`config.mk`:
```
export PLATFORM = sky130hd
export DESIGN_NAME = lsu_top
export DESIGN_NICKNAME = d
export VERILOG_FILES = /design/src/common/lsu_pkg.sv /design/src/common/mem_pkg.sv /design/src/logic/outstanding_cnt.sv /design/src/lsu/lsu_split_fsm.sv /design/src/lsu/lsu_req_align.sv /design/src/lsu/lsu_rdata_align.sv /design/src/lsu/lsu_top.sv
export SDC_FILE = /design/constraint.sdc
export NUM_CORES = 1
export LEC_CHECK = 0
export BUFFER_PORTS_ARGS = -buffer_cell sky130_fd_sc_hd__buf_2
export CAP_MARGIN = 15
export CORE_ASPECT_RATIO = 0.75
export CORE_UTILIZATION = 55
export DETAILED_ROUTE_END_ITERATION = 12
export PLACE_DENSITY = 0.88
export SLEW_MARGIN = 20
export SYNTH_ARGS = -nofsm -noshare
export SYNTH_HDL_FRONTEND = slang
export SYNTH_SLANG_ARGS = --single-unit
```
`constraint.sdc`:
```
create_clock -name clk -period 14.4 [get_ports clk]
set_clock_uncertainty 0.2 [all_clocks]
set_input_delay 3.6 -clock clk [delete_from_list [all_inputs] [get_ports clk]]
set_output_delay 3.6 -clock clk [all_outputs]
set_load 0.02 [all_outputs]
```
`src/common/lsu_pkg.sv`:
```
package lsu_pkg;

  //////////////////////////////////////////////////
  // Core side widths
  //////////////////////////////////////////////////

  // Data and operand word
  typedef logic [31:0] word_t;

  // Byte address
  typedef logic [31:0] addr_t;

  // Byte position inside a word
  typedef logic [1:0] offset_t;

  // Access size code
  typedef logic [1:0] size_t;

  // Size encodings as seen on req_i.size
  localparam size_t SIZE_BYTE = 2'd0;
  localparam size_t SIZE_HALF = 2'd1;
  localparam size_t SIZE_WORD = 2'd2;

  //////////////////////////////////////////////////
  // Core operation
  //////////////////////////////////////////////////

  // One load or store as handed over by the core
  typedef struct packed {
    word_t op_a;
    word_t op_b;
    word_t wdata;
    logic  we;
    size_t size;
    logic  sext;
  } lsu_req_t;

  // Phase of a possibly split access
  typedef enum logic {
    SPLIT_FIRST,
    SPLIT_SECOND
  } lsu_split_e;

endpackage

```
`src/common/mem_pkg.sv`:
```
package mem_pkg;

  //////////////////////////////////////////////////
  // Memory bus
  //////////////////////////////////////////////////

  // One enable per byte lane
  typedef logic [3:0] be_t;

  // Request towards data memory, address is always word aligned
  typedef struct packed {
    lsu_pkg::addr_t addr;
    logic           we;
    be_t            be;
    lsu_pkg::word_t wdata;
  } mem_req_t;

  // Transactions allowed in flight
  localparam int MAX_OUTSTANDING = 2;

  // Width of the in-flight counter
  localparam int CNT_W = 2;

endpackage

```
`src/logic/outstanding_cnt.sv`:
```
`timescale 1ns/1ns

module outstanding_cnt #(
  parameter int MAX = mem_pkg::MAX_OUTSTANDING
) (
  input  logic clk,
  input  logic rst_n,
  input  logic inc_i,
  input  logic dec_i,
  output logic full_o,
  output logic empty_o
);

  typedef logic [mem_pkg::CNT_W-1:0] cnt_t;

  // Limit in counter width
  localparam cnt_t MAX_CNT = cnt_t'(MAX);

  cnt_t cnt_q;
  cnt_t cnt_d;

  // Grant and response in one cycle cancel out
  always_comb
  begin
    case ({inc_i, dec_i})
      2'b10:   cnt_d = cnt_q + 1'b1;
      2'b01:   cnt_d = cnt_q - 1'b1;
      default: cnt_d = cnt_q;
    endcase
  end

  always_ff @(posedge clk or negedge rst_n)
  begin
    if (!rst_n)
      cnt_q <= '0;
    else
      cnt_q <= cnt_d;
  end

  // Full blocks new phases, empty feeds busy
  assign full_o  = (cnt_q == MAX_CNT);
  assign empty_o = (cnt_q == '0);

endmodule

```
`src/lsu/lsu_split_fsm.sv`:
```
`timescale 1ns/1ns

module lsu_split_fsm (
  input  logic             clk,
  input  logic             rst_n,
  input  logic             req_valid_i,
  input  lsu_pkg::size_t   size_i,
  input  lsu_pkg::offset_t offset_i,
  input  logic             grant_i,
  output logic             second_o,
  output logic             needs_split_o,
  output logic             last_o
);

  lsu_pkg::lsu_split_e state_q;
  lsu_pkg::lsu_split_e state_d;

  logic word_cross;
  logic half_cross;

  //////////////////////////////////////////////////
  // Split detection
  //////////////////////////////////////////////////

  // Word not on a word boundary spills into next word
  assign word_cross = (size_i == lsu_pkg::SIZE_WORD) && (offset_i != 2'd0);

  // Halfword only spills when it starts in the top lane
  assign half_cross = (size_i == lsu_pkg::SIZE_HALF) && (offset_i == 2'd3);

  // A split is only flagged while in the first phase
  assign needs_split_o = (state_q == lsu_pkg::SPLIT_FIRST) && (word_cross || half_cross);

  // Non-split accesses and second phases both finish the operation
  assign last_o   = !needs_split_o;
  assign second_o = (state_q == lsu_pkg::SPLIT_SECOND);

  //////////////////////////////////////////////////
  // Phase tracking
  //////////////////////////////////////////////////

  always_comb
  begin
    state_d = state_q;
    if (!req_valid_i)
    begin
      // No operation pending, next one starts fresh
      state_d = lsu_pkg::SPLIT_FIRST;
    end
    else if (grant_i)
    begin
      if (needs_split_o)
        state_d = lsu_pkg::SPLIT_SECOND;
      else
        state_d = lsu_pkg::SPLIT_FIRST;
    end
  end

  always_ff @(posedge clk or negedge rst_n)
  begin
    if (!rst_n)
      state_q <= lsu_pkg::SPLIT_FIRST;
    else
      state_q <= state_d;
  end

endmodule

```
`src/lsu/lsu_req_align.sv`:
```
`timescale 1ns/1ns

module lsu_req_align (
  input  lsu_pkg::lsu_req_t req_i,
  input  logic              second_i,
  output lsu_pkg::offset_t  offset_o,
  output mem_pkg::mem_req_t mem_req_o
);

  lsu_pkg::addr_t addr;
  lsu_pkg::addr_t word_addr;
  lsu_pkg::word_t wdata_rot;
  mem_pkg::be_t   be_base;
  logic [7:0]     be_wide;

  //////////////////////////////////////////////////
  // Address
  //////////////////////////////////////////////////

  // Effective address
  assign addr     = req_i.op_a + req_i.op_b;
  assign offset_o = addr[1:0];

  // Word aligned, second phase targets the following word
  assign word_addr = {addr[31:2], 2'b00} + (second_i ? 32'd4 : 32'd0);

  //////////////////////////////////////////////////
  // Byte enables
  //////////////////////////////////////////////////

  // Lanes covered by the access when it starts at lane 0
  always_comb
  begin
    case (req_i.size)
      lsu_pkg::SIZE_BYTE: be_base = 4'b0001;
      lsu_pkg::SIZE_HALF: be_base = 4'b0011;
      default:            be_base = 4'b1111;
    endcase
  end

  // Shift across two words, upper nibble is what spills over
  assign be_wide = {4'b0000, be_base} << offset_o;

  //////////////////////////////////////////////////
  // Write data
  //////////////////////////////////////////////////

  // Rotate left so data byte 0 sits on the lane at the offset
  always_comb
  begin
    case (offset_o)
      2'd0:    wdata_rot = req_i.wdata;
      2'd1:    wdata_rot = {req_i.wdata[23:0], req_i.wdata[31:24]};
      2'd2:    wdata_rot = {req_i.wdata[15:0], req_i.wdata[31:16]};
      default: wdata_rot = {req_i.wdata[7:0], req_i.wdata[31:8]};
    endcase
  end

  // Same rotated data serves both phases
  always_comb
  begin
    mem_req_o.addr  = word_addr;
    mem_req_o.we    = req_i.we;
    mem_req_o.be    = second_i ? be_wide[7:4] : be_wide[3:0];
    mem_req_o.wdata = wdata_rot;
  end

endmodule

```
`src/lsu/lsu_rdata_align.sv`:
```
`timescale 1ns/1ns

module lsu_rdata_align (
  input  logic              clk,
  input  logic              rst_n,
  input  logic              push_i,
  input  lsu_pkg::lsu_req_t req_i,
  input  lsu_pkg::offset_t  offset_i,
  input  logic              last_i,
  input  logic              rsp_valid_i,
  input  lsu_pkg::word_t    rsp_rdata_i,
  output logic              rsp_valid_o,
  output lsu_pkg::word_t    rdata_o,
  output logic              pending_o
);

  // One slot per transaction in flight
  localparam int DEPTH = mem_pkg::MAX_OUTSTANDING;
  localparam int PTR_W = $clog2(DEPTH);
  localparam int FILL_W = $clog2(DEPTH + 1);

  typedef logic [PTR_W-1:0] ptr_t;
  typedef logic [FILL_W-1:0] fill_t;

  // Per phase load control
  typedef struct packed {
    lsu_pkg::size_t   size;
    logic             sext;
    logic             we;
    lsu_pkg::offset_t offset;
    logic             last;
  } ctrl_t;

  ctrl_t          queue_q [DEPTH];
  ctrl_t          head;
  ptr_t           wr_ptr_q;
  ptr_t           rd_ptr_q;
  fill_t          fill_q;
  lsu_pkg::word_t rdata_q;
  logic [7:0]     byte_val;
  logic [15:0]    half_val;
  lsu_pkg::word_t byte_ext;
  lsu_pkg::word_t half_ext;
  lsu_pkg::word_t word_val;

  //////////////////////////////////////////////////
  // Control queue
  //////////////////////////////////////////////////

  always_ff @(posedge clk)
  begin
    if (push_i)
      queue_q[wr_ptr_q] <= '{size: req_i.size, sext: req_i.sext, we: req_i.we,
                             offset: offset_i, last: last_i};
  end

  always_ff @(posedge clk or negedge rst_n)
  begin
    if (!rst_n)
    begin
      wr_ptr_q <= '0;
      rd_ptr_q <= '0;
      fill_q   <= '0;
    end
    else
    begin
      // Push on grant
      if (push_i)
        wr_ptr_q <= (wr_ptr_q == ptr_t'(DEPTH - 1)) ? '0 : wr_ptr_q + 1'b1;
      // Pop on response
      if (rsp_valid_i)
        rd_ptr_q <= (rd_ptr_q == ptr_t'(DEPTH - 1)) ? '0 : rd_ptr_q + 1'b1;
      case ({push_i, rsp_valid_i})
        2'b10:   fill_q <= fill_q + 1'b1;
        2'b01:   fill_q <= fill_q - 1'b1;
        default: fill_q <= fill_q;
      endcase
    end
  end

  // Oldest phase owns the current response
  assign head      = queue_q[rd_ptr_q];
  assign pending_o = (fill_q != '0);

  // First half of a split load
  always_ff @(posedge clk)
  begin
    if (rsp_valid_i && !head.last && !head.we)
      rdata_q <= rsp_rdata_i;
  end

  //////////////////////////////////////////////////
  // Reassembly and extension
  //////////////////////////////////////////////////

  assign byte_val = rsp_rdata_i[{head.offset, 3'b000} +: 8];

  always_comb
  begin
    case (head.offset)
      2'd0:    half_val = rsp_rdata_i[15:0];
      2'd1:    half_val = rsp_rdata_i[23:8];
      2'd2:    half_val = rsp_rdata_i[31:16];
      // Low byte came with the first response
      default: half_val = {rsp_rdata_i[7:0], rdata_q[31:24]};
    endcase
  end

  // Upper bytes of held word below low bytes of new word
  always_comb
  begin
    case (head.offset)
      2'd0:    word_val = rsp_rdata_i;
      2'd1:    word_val = {rsp_rdata_i[7:0], rdata_q[31:8]};
      2'd2:    word_val = {rsp_rdata_i[15:0], rdata_q[31:16]};
      default: word_val = {rsp_rdata_i[23:0], rdata_q[31:24]};
    endcase
  end

  assign byte_ext = head.sext ? {{24{byte_val[7]}}, byte_val} : {24'h0, byte_val};
  assign half_ext = head.sext ? {{16{half_val[15]}}, half_val} : {16'h0, half_val};

  always_comb
  begin
    case (head.size)
      lsu_pkg::SIZE_BYTE: rdata_o = byte_ext;
      lsu_pkg::SIZE_HALF: rdata_o = half_ext;
      default:            rdata_o = word_val;
    endcase
  end

  // One result per operation
  assign rsp_valid_o = rsp_valid_i && head.last;

endmodule

```
`src/lsu/lsu_top.sv`:
```
`timescale 1ns/1ns

module lsu_top (
  input  logic              clk,
  input  logic              rst_n,
  input  logic              req_valid_i,
  input  lsu_pkg::lsu_req_t req_i,
  output logic              req_ready_o,
  output logic              mem_req_valid_o,
  output mem_pkg::mem_req_t mem_req_o,
  input  logic              mem_req_ready_i,
  input  logic              mem_rsp_valid_i,
  input  lsu_pkg::word_t    mem_rsp_rdata_i,
  output logic              rsp_valid_o,
  output lsu_pkg::word_t    rsp_rdata_o,
  output logic              busy_o
);

  lsu_pkg::offset_t offset;
  logic             second;
  logic             last;
  logic             grant;
  logic             cnt_full;
  logic             cnt_empty;
  logic             pending;

  //////////////////////////////////////////////////
  // Handshakes
  //////////////////////////////////////////////////

  // Hold off new phases while the limit is reached
  assign mem_req_valid_o = req_valid_i && !cnt_full;
  assign grant           = mem_req_valid_o && mem_req_ready_i;

  // Operation leaves the core only with its final phase
  assign req_ready_o = grant && last;

  assign busy_o = req_valid_i || !cnt_empty || pending;

  //////////////////////////////////////////////////
  // Request path
  //////////////////////////////////////////////////

  lsu_req_align u_req_align (
    .req_i     (req_i),
    .second_i  (second),
    .offset_o  (offset),
    .mem_req_o (mem_req_o)
  );

  // needs_split is folded into last inside the FSM
  lsu_split_fsm u_split_fsm (
    .clk           (clk),
    .rst_n         (rst_n),
    .req_valid_i   (req_valid_i),
    .size_i        (req_i.size),
    .offset_i      (offset),
    .grant_i       (grant),
    .second_o      (second),
    .needs_split_o (),
    .last_o        (last)
  );

  outstanding_cnt #(
    .MAX (mem_pkg::MAX_OUTSTANDING)
  ) u_outstanding_cnt (
    .clk     (clk),
    .rst_n   (rst_n),
    .inc_i   (grant),
    .dec_i   (mem_rsp_valid_i),
    .full_o  (cnt_full),
    .empty_o (cnt_empty)
  );

  //////////////////////////////////////////////////
  // Response path
  //////////////////////////////////////////////////

  lsu_rdata_align u_rdata_align (
    .clk         (clk),
    .rst_n       (rst_n),
    .push_i      (grant),
    .req_i       (req_i),
    .offset_i    (offset),
    .last_i      (last),
    .rsp_valid_i (mem_rsp_valid_i),
    .rsp_rdata_i (mem_rsp_rdata_i),
    .rsp_valid_o (rsp_valid_o),
    .rdata_o     (rsp_rdata_o),
    .pending_o   (pending)
  );

endmodule

```
# Word level (Yosys, flattened, before mapping)

Memory sizes are Yosys's and may differ from the RTL's.
Index checks and enable logic that the tools add are counted.

Add/sub/neg operators: 8
Multipliers: 0
Divide/modulo/power cells: 0
Order comparisons: 0
Equal/unequal tests: 12
Shift-type cells: 2
Multiplexer cells: 18
Bitwise gates (word level): 1
Reduce and logical (&&, ||, !) cells: 25

Operator list:

| cell                                                                    | number |
|---|---|
| 32-bit one-hot mux with 3 select lines                                  | 2 |
| 32-bit adder                                                            | 2 |
| 32-bit two-way mux                                                      | 2 |
| 32-bit one-hot mux with 2 select lines                                  | 1 |
| 16-bit one-hot mux with 3 select lines                                  | 1 |
| 32-bit by 6-bit indexed part select with 8-bit output                   | 1 |
| 2-bit == test, second input constant                                    | 6 |
| 2-bit by 1-bit == test with 1-bit output, second input constant         | 5 |
| 2-bit logical NOT                                                       | 5 |
| 1-bit logical AND                                                       | 9 |
| 2-bit one-hot mux with 2 select lines                                   | 2 |
| 4-bit one-hot mux with 2 select lines                                   | 1 |
| 4-bit by 2-bit left shift with 8-bit output                             | 1 |
| 1-bit two-way mux                                                       | 7 |
| 2-bit nonzero test                                                      | 3 |
| 1-bit logical NOT                                                       | 5 |
| 2-bit by 1-bit adder with 2-bit output, second input constant           | 2 |
| 4-bit two-way mux                                                       | 1 |
| 2-bit by 1-bit subtractor with 2-bit output, second input constant      | 2 |
| 1-bit logical OR                                                        | 3 |
| 3-bit two-way mux                                                       | 1 |
| 1-bit adder, second input constant                                      | 2 |
| 2-bit by 1-bit inequality test with 1-bit output, second input constant | 1 |
| 1-bit inverter                                                          | 1 |

Register bits after elaboration: 39
Latch bits: 0
Bits in writable memories: 14
Bits in read-only memories: 0
Bits of input ports: 137
Output and inout bits: 105
Memories: 1

Memories:

| memory                | depth | bits a word | rd ports | clocked after memory_dff | write ports | RTL line              | source |
|---|---|---|---|---|---|---|---|
| u_rdata_align.queue_q | 2     | 7           | 1        | 0                        | 1           | lsu_rdata_align.sv:34 | `ctrl_t queue_q [DEPTH];` |

# Logic depth before layout (Yosys ltp)

Gate-level depths: netlist of run 1.

Depth after elaboration: 8
Depth in mapped cells: 13
Gate-level depth less buffers: 12

# Hierarchy

From an unflattened synthesis of run 1, not the netlist that was laid out.

Cells, all modules: 811
Area total of the unflattened synthesis: 7186.9 um^2

By module, submodules not included:

| module          | instances | cells an instance | area an instance (um^2) |
|---|---|---|---|
| lsu_rdata_align | 1         | 382               | 3537.1 |
| lsu_req_align   | 1         | 405               | 3425.8 |
| outstanding_cnt | 1         | 10                | 108.9 |
| lsu_split_fsm   | 1         | 10                | 80.1 |
| lsu_top         | 1         | 4                 | 35.0 |

# Least setup slack after synthesis of run 1

OpenSTA, ideal clock, no wires.

Path type: input-to-output
From: input req_i[36] in the netlist's numbering
To: output mem_req_o[64] in the netlist's numbering
Arrival time: 6.616 ns
Setup slack: 3.984 ns
Cell stages on the path: 13
Buffers on the path: 1
Cells stage by stage: ha_1 > inv_1 > fa_1 > nand2b_1 > a21oi_2 > o21a_2 > mux2i_1 > nor4_4 > nand4_2 > or4_1 > buf_2 > nor3_1 > xor2_1

RTL lines:

| what               | RTL line      | source |
|---|---|---|
| start: declaration | lsu_top.sv:7  | `input lsu_pkg::lsu_req_t req_i,` |
| end: declaration   | lsu_top.sv:10 | `output mem_pkg::mem_req_t mem_req_o,` |

==> impl_results.md, run 1 <==
* Critical path class: in2out
* Total grt overflow at 0
* Netlist cell types at 73
* Period minus WS final at 10.89 ns
* Max Slew Vio Count at 0
* CTS Sinks at 45
* Power Density at 131 mW/mm^2
* M1 WL at 8080 um
* Slowest-stage cell, CP: or4_1
* Critical Path End Type: primary output
* Placer Congestion at 0.904
* FF-to-FF End: u_rdata_align.queue_q[0][2]
* Die Area at 0.0124 mm^2
* Nets@finish at 1138
* TritonRoute pass-1 iters at 7
* Maximum clock frequency at 0.0918 GHz
* Most numerous cell on the critical path: buf_2
* Max Used Layer: met4
* Crit path depth at 14
* Pleak at 0.00343 uW
* Hold slack at 0.285 ns
* Diode count at 0
* Sum Neg Setup Slack at 0 ns
* Layout cells sized above 1 at 0.351
* Area share of the largest cell type after synthesis at 0.182
* Die width at 128 um
* CTS tree: done
* Vias at 6970
* CP cell instances: buf_2 > ha_2 > inv_1 > fa_4 > nand2b_1 > a21oi_2 > o21a_2 > mux2i_1 > nor4_4 > nand4_2 > or4_1 > nor4b_4 > xnor3_1 > buf_2
* Syn avg cell area at 8.65 um^2
* Effective utilization at floorplan at 0.564
* Cts bufs inserted at 5
* Worst slew pin tran at 1.11 ns
* Clock-pin slew on the worst setup and hold paths at 0.07 ns
* H-tree Lvls at 2
* R2R setup slack at 12.33 ns
* Final Cycle Share at 0.756
* Seq cells post-synth at 45
* Worst-case reg-to-reg path depth at 4
* P&R area growth vs syn at 21.9%
* Crit path launch: req_i[36]
* R2R Path Start: u_outstanding_cnt.cnt_q[0]
* Largest net degree at the start of global routing at 43
* Syn Inst Count at 758
* Worst endpoint required time at 10.60 ns
* Synth area leader: mux4_2
* Vias in the first global route at 5990
* Final hold vios at 0
* Clock Latency Late Sink at 0.29 ns
* Post-CTS sizing at 0
* Met3 WL at 1600 um
* Setup crit end: mem_req_o[68]
* First-pass GRT wire length at 30000 um
* Setup Viol. Count Final at 0
* Status: complete, no violations
* Synth top area cells: mux4_2, edfxtp_1, ha_1, nand2_1, nor2_1
* Max stage delay on crit path at 0.71 ns
* Root Buffer Master: clkbuf_16
* RSZ-0062 raised after global routing: no
* CP top delay family: simple AND/OR/NAND/NOR gates
* Clock Path Buffers at 2
* Cts hold-fix bufs at 0
* Buf/Inv on CP at 3
* Routed Antenna Nets at 0
* Most common cell after layout, fill and taps aside: buf_2
* Maxcap violations at 0
* # DRC at 0
* Row count at 34
* Asr flop ratio synth at 0.156
* Post-DP HPWL at 14900 um
* Met2 routed WL at 8690 um
* Via/cell ratio at 6.17
* Tot Pwr at 1050 uW
* Total track usage at 0.304
* Post-Syn Area at 0.00656 mm^2
* Ys flop type: edfxtp_1
* Core area at 0.0116 mm^2
* Rel. slew slack at 0.247
* Port Buf Inserts at 239
* Vert. Die Dim at 96.5 um
* EDFF count, synth at 38
* Yosys Warn Count at 0
* Starting DRT DRC Count at 580
* Num ports at 242
* Worst Hold Class: reg2reg
* Commonest cells after routing, fill and taps aside: buf_2, nand2_1, nor2_1
* Initial antenna violation count at 0
* Setup bufs post-CTS at 0
* WL per Instance at 16.6 um
* Worst-path maximum fanout at 7
* Worst setup SP type: input pin
* Worst Path Arrival at 7.09 ns
* Final Util at 0.688
* Peak supply drop at 0.0873 mV
* Final WL at 18800 um
* Post-synthesis sequential area ratio at 0.201
[flip-flops by register name, summed over array words and instances (netlist names)]
name	count
u_split_fsm.second_o	1
u_rdata_align.wr_ptr_q	1
u_rdata_align.fill_q	2
u_rdata_align.queue_q	14
u_rdata_align.rdata_q	24
u_rdata_align.rd_ptr_q	1
u_outstanding_cnt.cnt_q	2
[Yosys cell counts, drive strengths merged, types with 4 or more instances]
master,count
nor2b,8
o21ai,45
o211ai,11
or2,5
mux2,5
o22a,4
edfxtp,38
mux4,53
ha,34
a211oi,11
a21oi,52
nand2,89
o21a,6
mux2i,7
o21bai,7
a22oi,10
dfrtp,7
inv,14
nor4,10
and2,10
clkbuf,28
and3,5
buf,14
xnor2,32
nand3,34
or3,7
xor2,18
a31oi,4
nand4,13
nor3,34
nor2,87
a21o,12
nand2b,4
[worst min-delay path by stage]
| stage | start | to | depth (start not counted) |
|---|---|---|---|
| after floorplan | u_rdata_align.fill_q[1] | u_rdata_align.fill_q[1] | 1 |
| after global placement | u_rdata_align.fill_q[1] | u_rdata_align.fill_q[1] | 1 |
| after detailed placement | u_rdata_align.fill_q[1] | u_rdata_align.fill_q[1] | 1 |
| after CTS | u_rdata_align.fill_q[1] | u_rdata_align.fill_q[1] | 1 |
| after global routing | u_rdata_align.fill_q[1] | u_rdata_align.fill_q[1] | 1 |
| final | u_rdata_align.fill_q[1] | u_rdata_align.fill_q[1] | 1 |
[logic make-up (layout without fill, tap and decap cells)]
| group | Yosys count | in the layout | synth area share |
|---|---|---|---|
| other | 1 | 2 | 0.000572 |
| multiplexers | 65 | 65 | 0.201 |
| AO/OA/AOI/OAI | 188 | 188 | 0.192 |
| AND/OR/NAND/NOR | 317 | 317 | 0.233 |
| flip-flops | 45 | 45 | 0.201 |
| buffers and inverters | 56 | 264 | 0.0347 |
| XOR/XNOR | 51 | 51 | 0.0702 |
| adder cells (fa/ha/maj) | 35 | 35 | 0.0680 |
[worst reg2reg max path, delay by kind of cell (launching register included)]
kind,cells,cell delay (ns)
buffers and inverters,1,0.05
AOI/OAI and AO/OA,1,0.27
and+or+nand+nor,2,0.75
DFF,1,0.42
[final cells by class]
cell class	count	area, um^2
inverter	14	52.6
fill	940	3620
timing repair buffer	242	1220
sequential	45	1320
tap	162	203
clock inverter	3	23.8
multi-input combinational	658	5050
clock buffer	5	125
[report_power, final]
group,leakage (uW),switching (uW),internal [uW],total (uW)
clock network,0.0000747,47.8,65.2,113
logic,0.00292,454,292,746
registers,0.000431,23.1,166,189
total,0.00343,525,523,1050
[per-stage QoR]
step                setup slack (ns)  area [um^2]  std cells
floorplan                       3.98         6560        759
global placement                3.69         7840       1121
detailed placement              3.61         7840       1121
CTS                             3.62         7990       1129
global route                    3.21         7990       1129
finish                          3.51         7990       1129
[per-layer routing]
metal | vias up | GRT usage
met5 | - | 0
met4 | 0 | 0.0892
met3 | 30 | 0.0259
met2 | 379 | 0.502
met1 | 3243 | 0.429
li1 | 3318 | -
(Power assumes the default switching activity.)
==> run 2, diff against run 1 <==
--- a/config.mk
+++ b/config.mk
@@ -8,9 +8,9 @@
 export BUFFER_PORTS_ARGS = -buffer_cell sky130_fd_sc_hd__buf_2
 export CAP_MARGIN = 15
 export CORE_ASPECT_RATIO = 0.75
-export CORE_UTILIZATION = 55
+export CORE_UTILIZATION = 52
 export DETAILED_ROUTE_END_ITERATION = 12
-export PLACE_DENSITY = 0.88
+export PLACE_DENSITY = 0.84
 export SLEW_MARGIN = 20
 export SYNTH_ARGS = -nofsm -noshare
 export SYNTH_HDL_FRONTEND = slang
==> constraint.sdc (replaced) <==
create_clock -name clk -period 10.8 [get_ports clk]
set_clock_uncertainty 0.2 [all_clocks]
set_input_delay 2.7 -clock clk [delete_from_list [all_inputs] [get_ports clk]]
set_output_delay 2.7 -clock clk [all_outputs]
set_load 0.02 [all_outputs]
==> run 2 against run 1 <==
Register-to-register slack got worse by 3.7 ns. Critical endpoint unchanged. Count of clock-buffer cells in the layout rose by 1. Cell count grew 0.35%. Clock power rose by 35%. Worst setup slack got worse by 1.7 ns. Via count down 1.2%. Largest cell class unchanged. Sequential power increased by 33%. Non-clock buffer count unchanged. Routed wire length down 3.3%. Global-route usage decreased by 2.8 points.
==> impl_results.md, run 2 (synthesized netlist as in run 1, its figures left out) <==
* Grt met1 use at 0.390 (was 0.429)
* Die Area at 0.0131 mm^2 (was 0.0124 mm^2)
* Rel. slew slack at 0.334 (was 0.247)
* Worst endpoint required time at 7.90 ns (was 10.60 ns)
* Total grt overflow at 0 (unchanged)
* Peak supply drop at 0.126 mV (was 0.0873 mV)
* Comb pwr share at 0.711 (was 0.712)
* Worst setup SP type: input pin (unchanged)
* Total track usage at 0.276 (was 0.304)
* Final hold vios at 0 (unchanged)
* Maximum clock frequency at 0.111 GHz
* Commonest cells after routing, fill and taps aside: buf_2, nand2_1, nor2_1 (unchanged)
* Cts hold-fix bufs at 0 (unchanged)
* Most common cell after layout, fill and taps aside: buf_2 (unchanged)
* Regs by FF count: u_rdata_align.rdata_q x24, u_rdata_align.queue_q x14 (unchanged)
* Sw Pwr at 694 uW (was 525 uW)
* Vert. Die Dim at 99.2 um (was 96.5 um)
* P&R area growth vs syn at 22.0% (was 21.9%)
* Worst-path maximum fanout at 7 (unchanged)
* H-tree Lvls at 2 (unchanged)
* # DRC at 0 (unchanged)
* Final Cycle Share at 0.834
* Final instance area at 0.00800 mm^2 (was 0.00799 mm^2)
* Starting DRT DRC Count at 533 (was 580)
* TritonRoute pass-1 iters at 5 (was 7)
* Effective utilization at floorplan at 0.533 (was 0.564)
* Clock Latency Late Sink at 0.28 ns (was 0.29 ns)
* Biggest register: u_rdata_align.rdata_q (unchanged)
* Placer Congestion at 0.899 (was 0.904)
* R2R setup slack at 8.64 ns (was 12.33 ns)
* Worst slew pin tran at 1.00 ns (was 1.11 ns)
* Nets@finish at 1138 (unchanged)
* Port Buf Inserts at 239 (unchanged)
* Maxcap violations at 0 (unchanged)
* Top Usage Layer GRT: met2 (unchanged)
* Clock-pin slew on the worst setup and hold paths at 0.06 ns (was 0.07 ns)
* Largest net degree at the start of global routing at 43 (unchanged)
* Cts bufs inserted at 5 (unchanged)
* Setup bufs post-CTS at 0 (unchanged)
* Via/cell ratio at 6.08 (was 6.17)
* Sum Neg Setup Slack at 0 ns (unchanged)
* Layout cells sized above 1 at 0.351 (unchanged)
* Flop pwr share at 0.181 (was 0.180)
* Switching part of the total at 0.497 (was 0.501)
* Row count at 35 (was 34)
* Vias at 6886 (was 6970)
* Met3 Use GR at 0.0301 (was 0.0259)
* Critical Path End Type: primary output (unchanged)
* Post-CTS sizing at 0 (unchanged)
* Pleak at 0.00343 uW (about the same)
* Initial antenna violation count at 0 (unchanged)
* Post-DP HPWL at 14300 um (was 14900 um)
* WL per Instance at 16.0 um (was 16.6 um)
* Worst Path Arrival at 6.10 ns (was 7.09 ns)
* Power Density at 175 mW/mm^2 (was 131 mW/mm^2)
* Die width at 132 um (was 128 um)
* Core area at 0.0123 mm^2 (was 0.0116 mm^2)
* RSZ-0062 raised after global routing: no (unchanged)
* Grt met2 use at 0.461 (was 0.502)
* Vias in the first global route at 6094 (was 5990)
* CTS tree: done (unchanged)
* Setup Viol. Count Final at 0 (unchanged)
* Int Pwr at 702 uW (was 523 uW)
* Final WL at 18100 um (was 18800 um)
* Status: complete, no violations (unchanged)
* DP Area at 0.00785 mm^2 (was 0.00784 mm^2)
* Clk pwr share at 0.109 (was 0.108)
* Num ports at 242 (unchanged)
* Worst Hold Class: reg2reg (unchanged)
* Max reg flops at 24 (unchanged)
* CTS Sinks at 45 (unchanged)
* Routed Antenna Nets at 0 (unchanged)
* Diode count at 0 (unchanged)
* Root Buffer Master: clkbuf_16 (unchanged)
* First-pass GRT wire length at 30000 um (about the same)
* Period minus WS final at 9.00 ns
* Critical path class: in2out (unchanged)
* Max Slew Vio Count at 0 (unchanged)
* Clock Path Buffers at 2 (unchanged)
-- run 2: cell types whose count changed in the layout (fill, tap and decap cells not counted) --
cell | before | now
fa_2 | 0 | 1
nor2b_2 | 1 | 0
inv_4 | 1 | 0
clkinv_2 | 0 | 1
fa_4 | 1 | 0
clkbuf_8 | 0 | 1
inv_6 | 1 | 0
nor2b_4 | 0 | 1
-- run 2: power groups by stage --
stage | Combinational (uW) | Sequential [uW] | Clock, uW
3_5_place_dp | 983 | 254 | 0
2_1_floorplan | 726 | 238 | 0
3_3_place_gp | 969 | 252 | 0
4_1_cts | 988 | 251 | 153
6_report | 992 | 252 | 152
5_1_grt | 1070 | 256 | 159
-- run 2: path summary, 6_finish.rpt --
kind	to	from	cells past startpoint
max in group asynchronous	u_outstanding_cnt.cnt_q[1]	rst_n	1
max	mem_req_o[68]	req_i[36]	14
min reg2reg	u_rdata_align.fill_q[1]	u_rdata_align.fill_q[1]	1
min in group asynchronous	u_outstanding_cnt.cnt_q[0]	rst_n	1
min	u_rdata_align.fill_q[1]	u_rdata_align.fill_q[1]	1
max reg2reg	u_rdata_align.rdata_q[18]	u_rdata_align.rd_ptr_q	3
-- run 2: critical path: stages --
cell and delay (ns):
buf_2 0.08, ha_2 0.20, inv_1 0.06, fa_2 0.34, nand2b_1 0.18, a21oi_2 0.25
o21a_2 0.26, mux2i_1 0.15, nor4_4 0.32, nand4_2 0.18, or4_1 0.72, nor4b_4 0.26
xnor3_1 0.23, buf_2 0.16
-- run 2: metal layers --
layer / vias up / wire length, um
met4: 0 / 212
li1: 3317 / -
met1: 3227 / 7990
met5: - / 0
met3: 18 / 1350
met2: 324 / 8590
-- run 2: final cells by class --
type,count,area (um^2)
Multi-Input combinational cell,658,5050
Fill cell,1031,4310
Sequential cell,45,1320
Timing Repair Buffer,242,1220
Tap cell,166,208
Clock buffer,6,139
Inverter,14,52.6
Clock inverter,2,13.8
-- run 2: metrics by stage --
stage / worst slack [ns] / util / hold WS, ns / std cells / total power (uW)
final: 1.80 / 0.650 / 0.278 / 1133 / 1400
after global routing: 1.54 / 0.650 / 0.316 / 1133 / 1490
after CTS: 1.80 / 0.650 / 0.275 / 1133 / 1390
after detailed placement: 1.83 / 0.638 / 0.259 / 1125 / 1240
after global placement: 1.88 / 0.637 / 0.268 / 1125 / 1220
after floorplan: 2.18 / - / 0.243 / 759 / 964
==> run 3, diff against run 2 <==
==> constraint.sdc (replaced) <==
create_clock -name clk -period 8.6 [get_ports clk]
set_clock_uncertainty 0.2 [all_clocks]
set_input_delay 2.15 -clock clk [delete_from_list [all_inputs] [get_ports clk]]
set_output_delay 2.15 -clock clk [all_outputs]
set_load 0.02 [all_outputs]
==> run 3 against run 2 <==
Register-to-register slack lost 2.2 ns. Largest cell class unchanged. Critical path depth is the same. Design area is essentially flat. Critical endpoint unchanged.
==> impl_results.md, run 3 (synthesized netlist as in run 1, its figures left out) <==
* Sum Neg Setup Slack at 0 ns (unchanged)
* Vert. Die Dim at 99.2 um (unchanged)
* Cells after DPL at 1125 (unchanged)
* R2R Path Start: u_rdata_align.rd_ptr_q (unchanged)
* Clock-pin slew on the worst setup and hold paths at 0.06 ns (about the same)
* RSZ-0062 raised after global routing: no (unchanged)
* Setup slack after layout at 0.703 ns (was 1.80 ns)
* Pleak at 0.00343 uW (about the same)
* FF-to-FF End: u_rdata_align.rdata_q[29] (was u_rdata_align.rdata_q[18])
* Initial antenna violation count at 2 (was 0)
* Via/cell ratio at 6.11 (was 6.08)
* Port Buf Inserts at 239 (unchanged)
* Cts bufs inserted at 5 (unchanged)
* Worst-path maximum fanout at 7 (unchanged)
* Largest net degree at the start of global routing at 43 (unchanged)
* H-tree Lvls at 2 (unchanged)
* Rel. slew slack at 0.332 (was 0.334)
* Total grt overflow at 0 (unchanged)
* Effective utilization at floorplan at 0.533 (unchanged)
* Final hold vios at 0 (unchanged)
* Total track usage at 0.279 (was 0.276)
* Final WL at 18400 um (was 18100 um)
* Power Density at 219 mW/mm^2 (was 175 mW/mm^2)
* Vias in the first global route at 6031 (was 6094)
* Post-DP HPWL at 14400 um (was 14300 um)
* Worst-case reg-to-reg path depth at 3 (unchanged)
* Worst slew pin tran at 1.00 ns (about the same)
* Placer Congestion at 0.898 (was 0.899)
* Setup WS pre-CTS at 0.734 ns (was 1.83 ns)
* P&R area growth vs syn at 22.1% (was 22.0%)
* Max Slew Vio Count at 0 (unchanged)
* Period minus WS final at 7.90 ns
* Biggest register: u_rdata_align.rdata_q (unchanged)
* # DRC at 0 (unchanged)
* Clock Path Buffers at 2 (unchanged)
* Most common cell after layout, fill and taps aside: buf_2 (unchanged)
* CTS Sinks at 45 (unchanged)
* Die width at 132 um (unchanged)
* Regs by FF count: u_rdata_align.rdata_q x24, u_rdata_align.queue_q x14 (unchanged)
* Core area at 0.0123 mm^2 (unchanged)
* Vias at 6940 (was 6886)
* Maximum clock frequency at 0.127 GHz
* WL per Instance at 16.2 um (was 16.0 um)
* Hold slack at 0.291 ns (was 0.278 ns)
* Setup bufs post-CTS at 0 (unchanged)
* Final Cycle Share at 0.918
* First-pass GRT wire length at 30100 um (was 30000 um)
* Critical path class: in2out (unchanged)
* Worst setup SP type: input pin (unchanged)
* Hold Path Origin: u_rdata_align.fill_q[1] (unchanged)
* Die Area at 0.0131 mm^2 (unchanged)
* Maxcap violations at 0 (unchanged)
* Root Buffer Master: clkbuf_16 (unchanged)
* Setup Viol. Count Final at 0 (unchanged)
* Status: complete, no violations (unchanged)
* R2R setup slack at 6.42 ns (was 8.64 ns)
* Critical Path End Type: primary output (unchanged)
* Num ports at 242 (unchanged)
* Starting DRT DRC Count at 539 (was 533)
* Row count at 35 (unchanged)
* Post-Layout Cell Count at 1135 (was 1133)
* TritonRoute pass-1 iters at 5 (unchanged)
* Fillers at 1050 (was 1031)
* Nets@finish at 1138 (unchanged)
* Layout cells sized above 1 at 0.351 (unchanged)
* Commonest cells after routing, fill and taps aside: buf_2, nand2_1, nor2_1 (unchanged)
* Worst Path Arrival at 5.55 ns (was 6.10 ns)
* Post-CTS sizing at 0 (unchanged)
* Worst Hold Class: reg2reg (unchanged)
* CTS tree: done (unchanged)
* Clock Latency Late Sink at 0.29 ns (was 0.28 ns)
* Worst endpoint required time at 6.25 ns (was 7.90 ns)
* Routed Antenna Nets at 0 (unchanged)
* Hold depth at 1 (unchanged)
* Peak supply drop at 0.167 mV (was 0.126 mV)
* Hold-critical path endpoint: u_rdata_align.fill_q[1] (unchanged)
* Cts hold-fix bufs at 0 (unchanged)
* Max reg flops at 24 (unchanged)
[run 3: cell count changes in the layout (fill, tap and decap cells not counted), sizes merged]
cell,delta
diode,+2
[run 3: routing by layer]
layer  track usage  up-vias  part of all wire
met5             0        -                 0
met4        0.0841        0             0.018
met3        0.0275       27             0.076
met2         0.459      359              0.47
met1         0.391     3232              0.43
li1              -     3322                 -
[run 3: through the flow]
step | utilization | cell area (um^2) | power [uW]
after floorplan | - | 6560 | 1210
after global placement | 0.637 | 7840 | 1530
after detailed placement | 0.638 | 7850 | 1560
after CTS | 0.650 | 8000 | 1750
after global routing | 0.651 | 8010 | 1870
final | 0.651 | 8010 | 1760
[run 3: worst max-delay path by stage]
stage | from | endpoint | slack [ns]
after floorplan | req_i[36] | mem_req_o[64] | 1.08
after global placement | req_i[36] | mem_req_o[68] | 0.78
after detailed placement | req_i[36] | mem_req_o[68] | 0.73
after CTS | req_i[36] | mem_req_o[68] | 0.71
after global routing | req_i[68] | mem_req_o[63] | 0.43
final | req_i[36] | mem_req_o[68] | 0.70
[run 3: final cells by class]
cell class | count | area (um^2) | share of cell area
antenna | 2 | 5.00 | 0.000625
multi-input combinational | 658 | 5050 | 0.631
tap | 166 | 208 | 0.0259
sequential | 45 | 1320 | 0.164
clock buffer | 6 | 139 | 0.0173
clock inverter | 2 | 13.8 | 0.00172
inverter | 14 | 52.6 | 0.00656
timing repair buffer | 242 | 1220 | 0.152
[run 3: power by group]
| part | total [uW] | internal [uW] | switching [uW] |
|---|---|---|---|
| Combinational | 1250 | 489 | 758 |
| Sequential | 316 | 278 | 38.4 |
| Clock | 193 | 115 | 77.2 |
[run 3: worst max-delay path, cell delays in order]
cell and delay (ns):
buf_2 0.08, ha_2 0.20, inv_1 0.06, fa_2 0.34, nand2b_1 0.18, a21oi_2 0.25, o21a_2 0.25, nor4_1 0.07
nor3_1 0.40, nand4_2 0.19, or4_1 0.71, nor4b_4 0.26, xnor3_1 0.24, buf_2 0.16
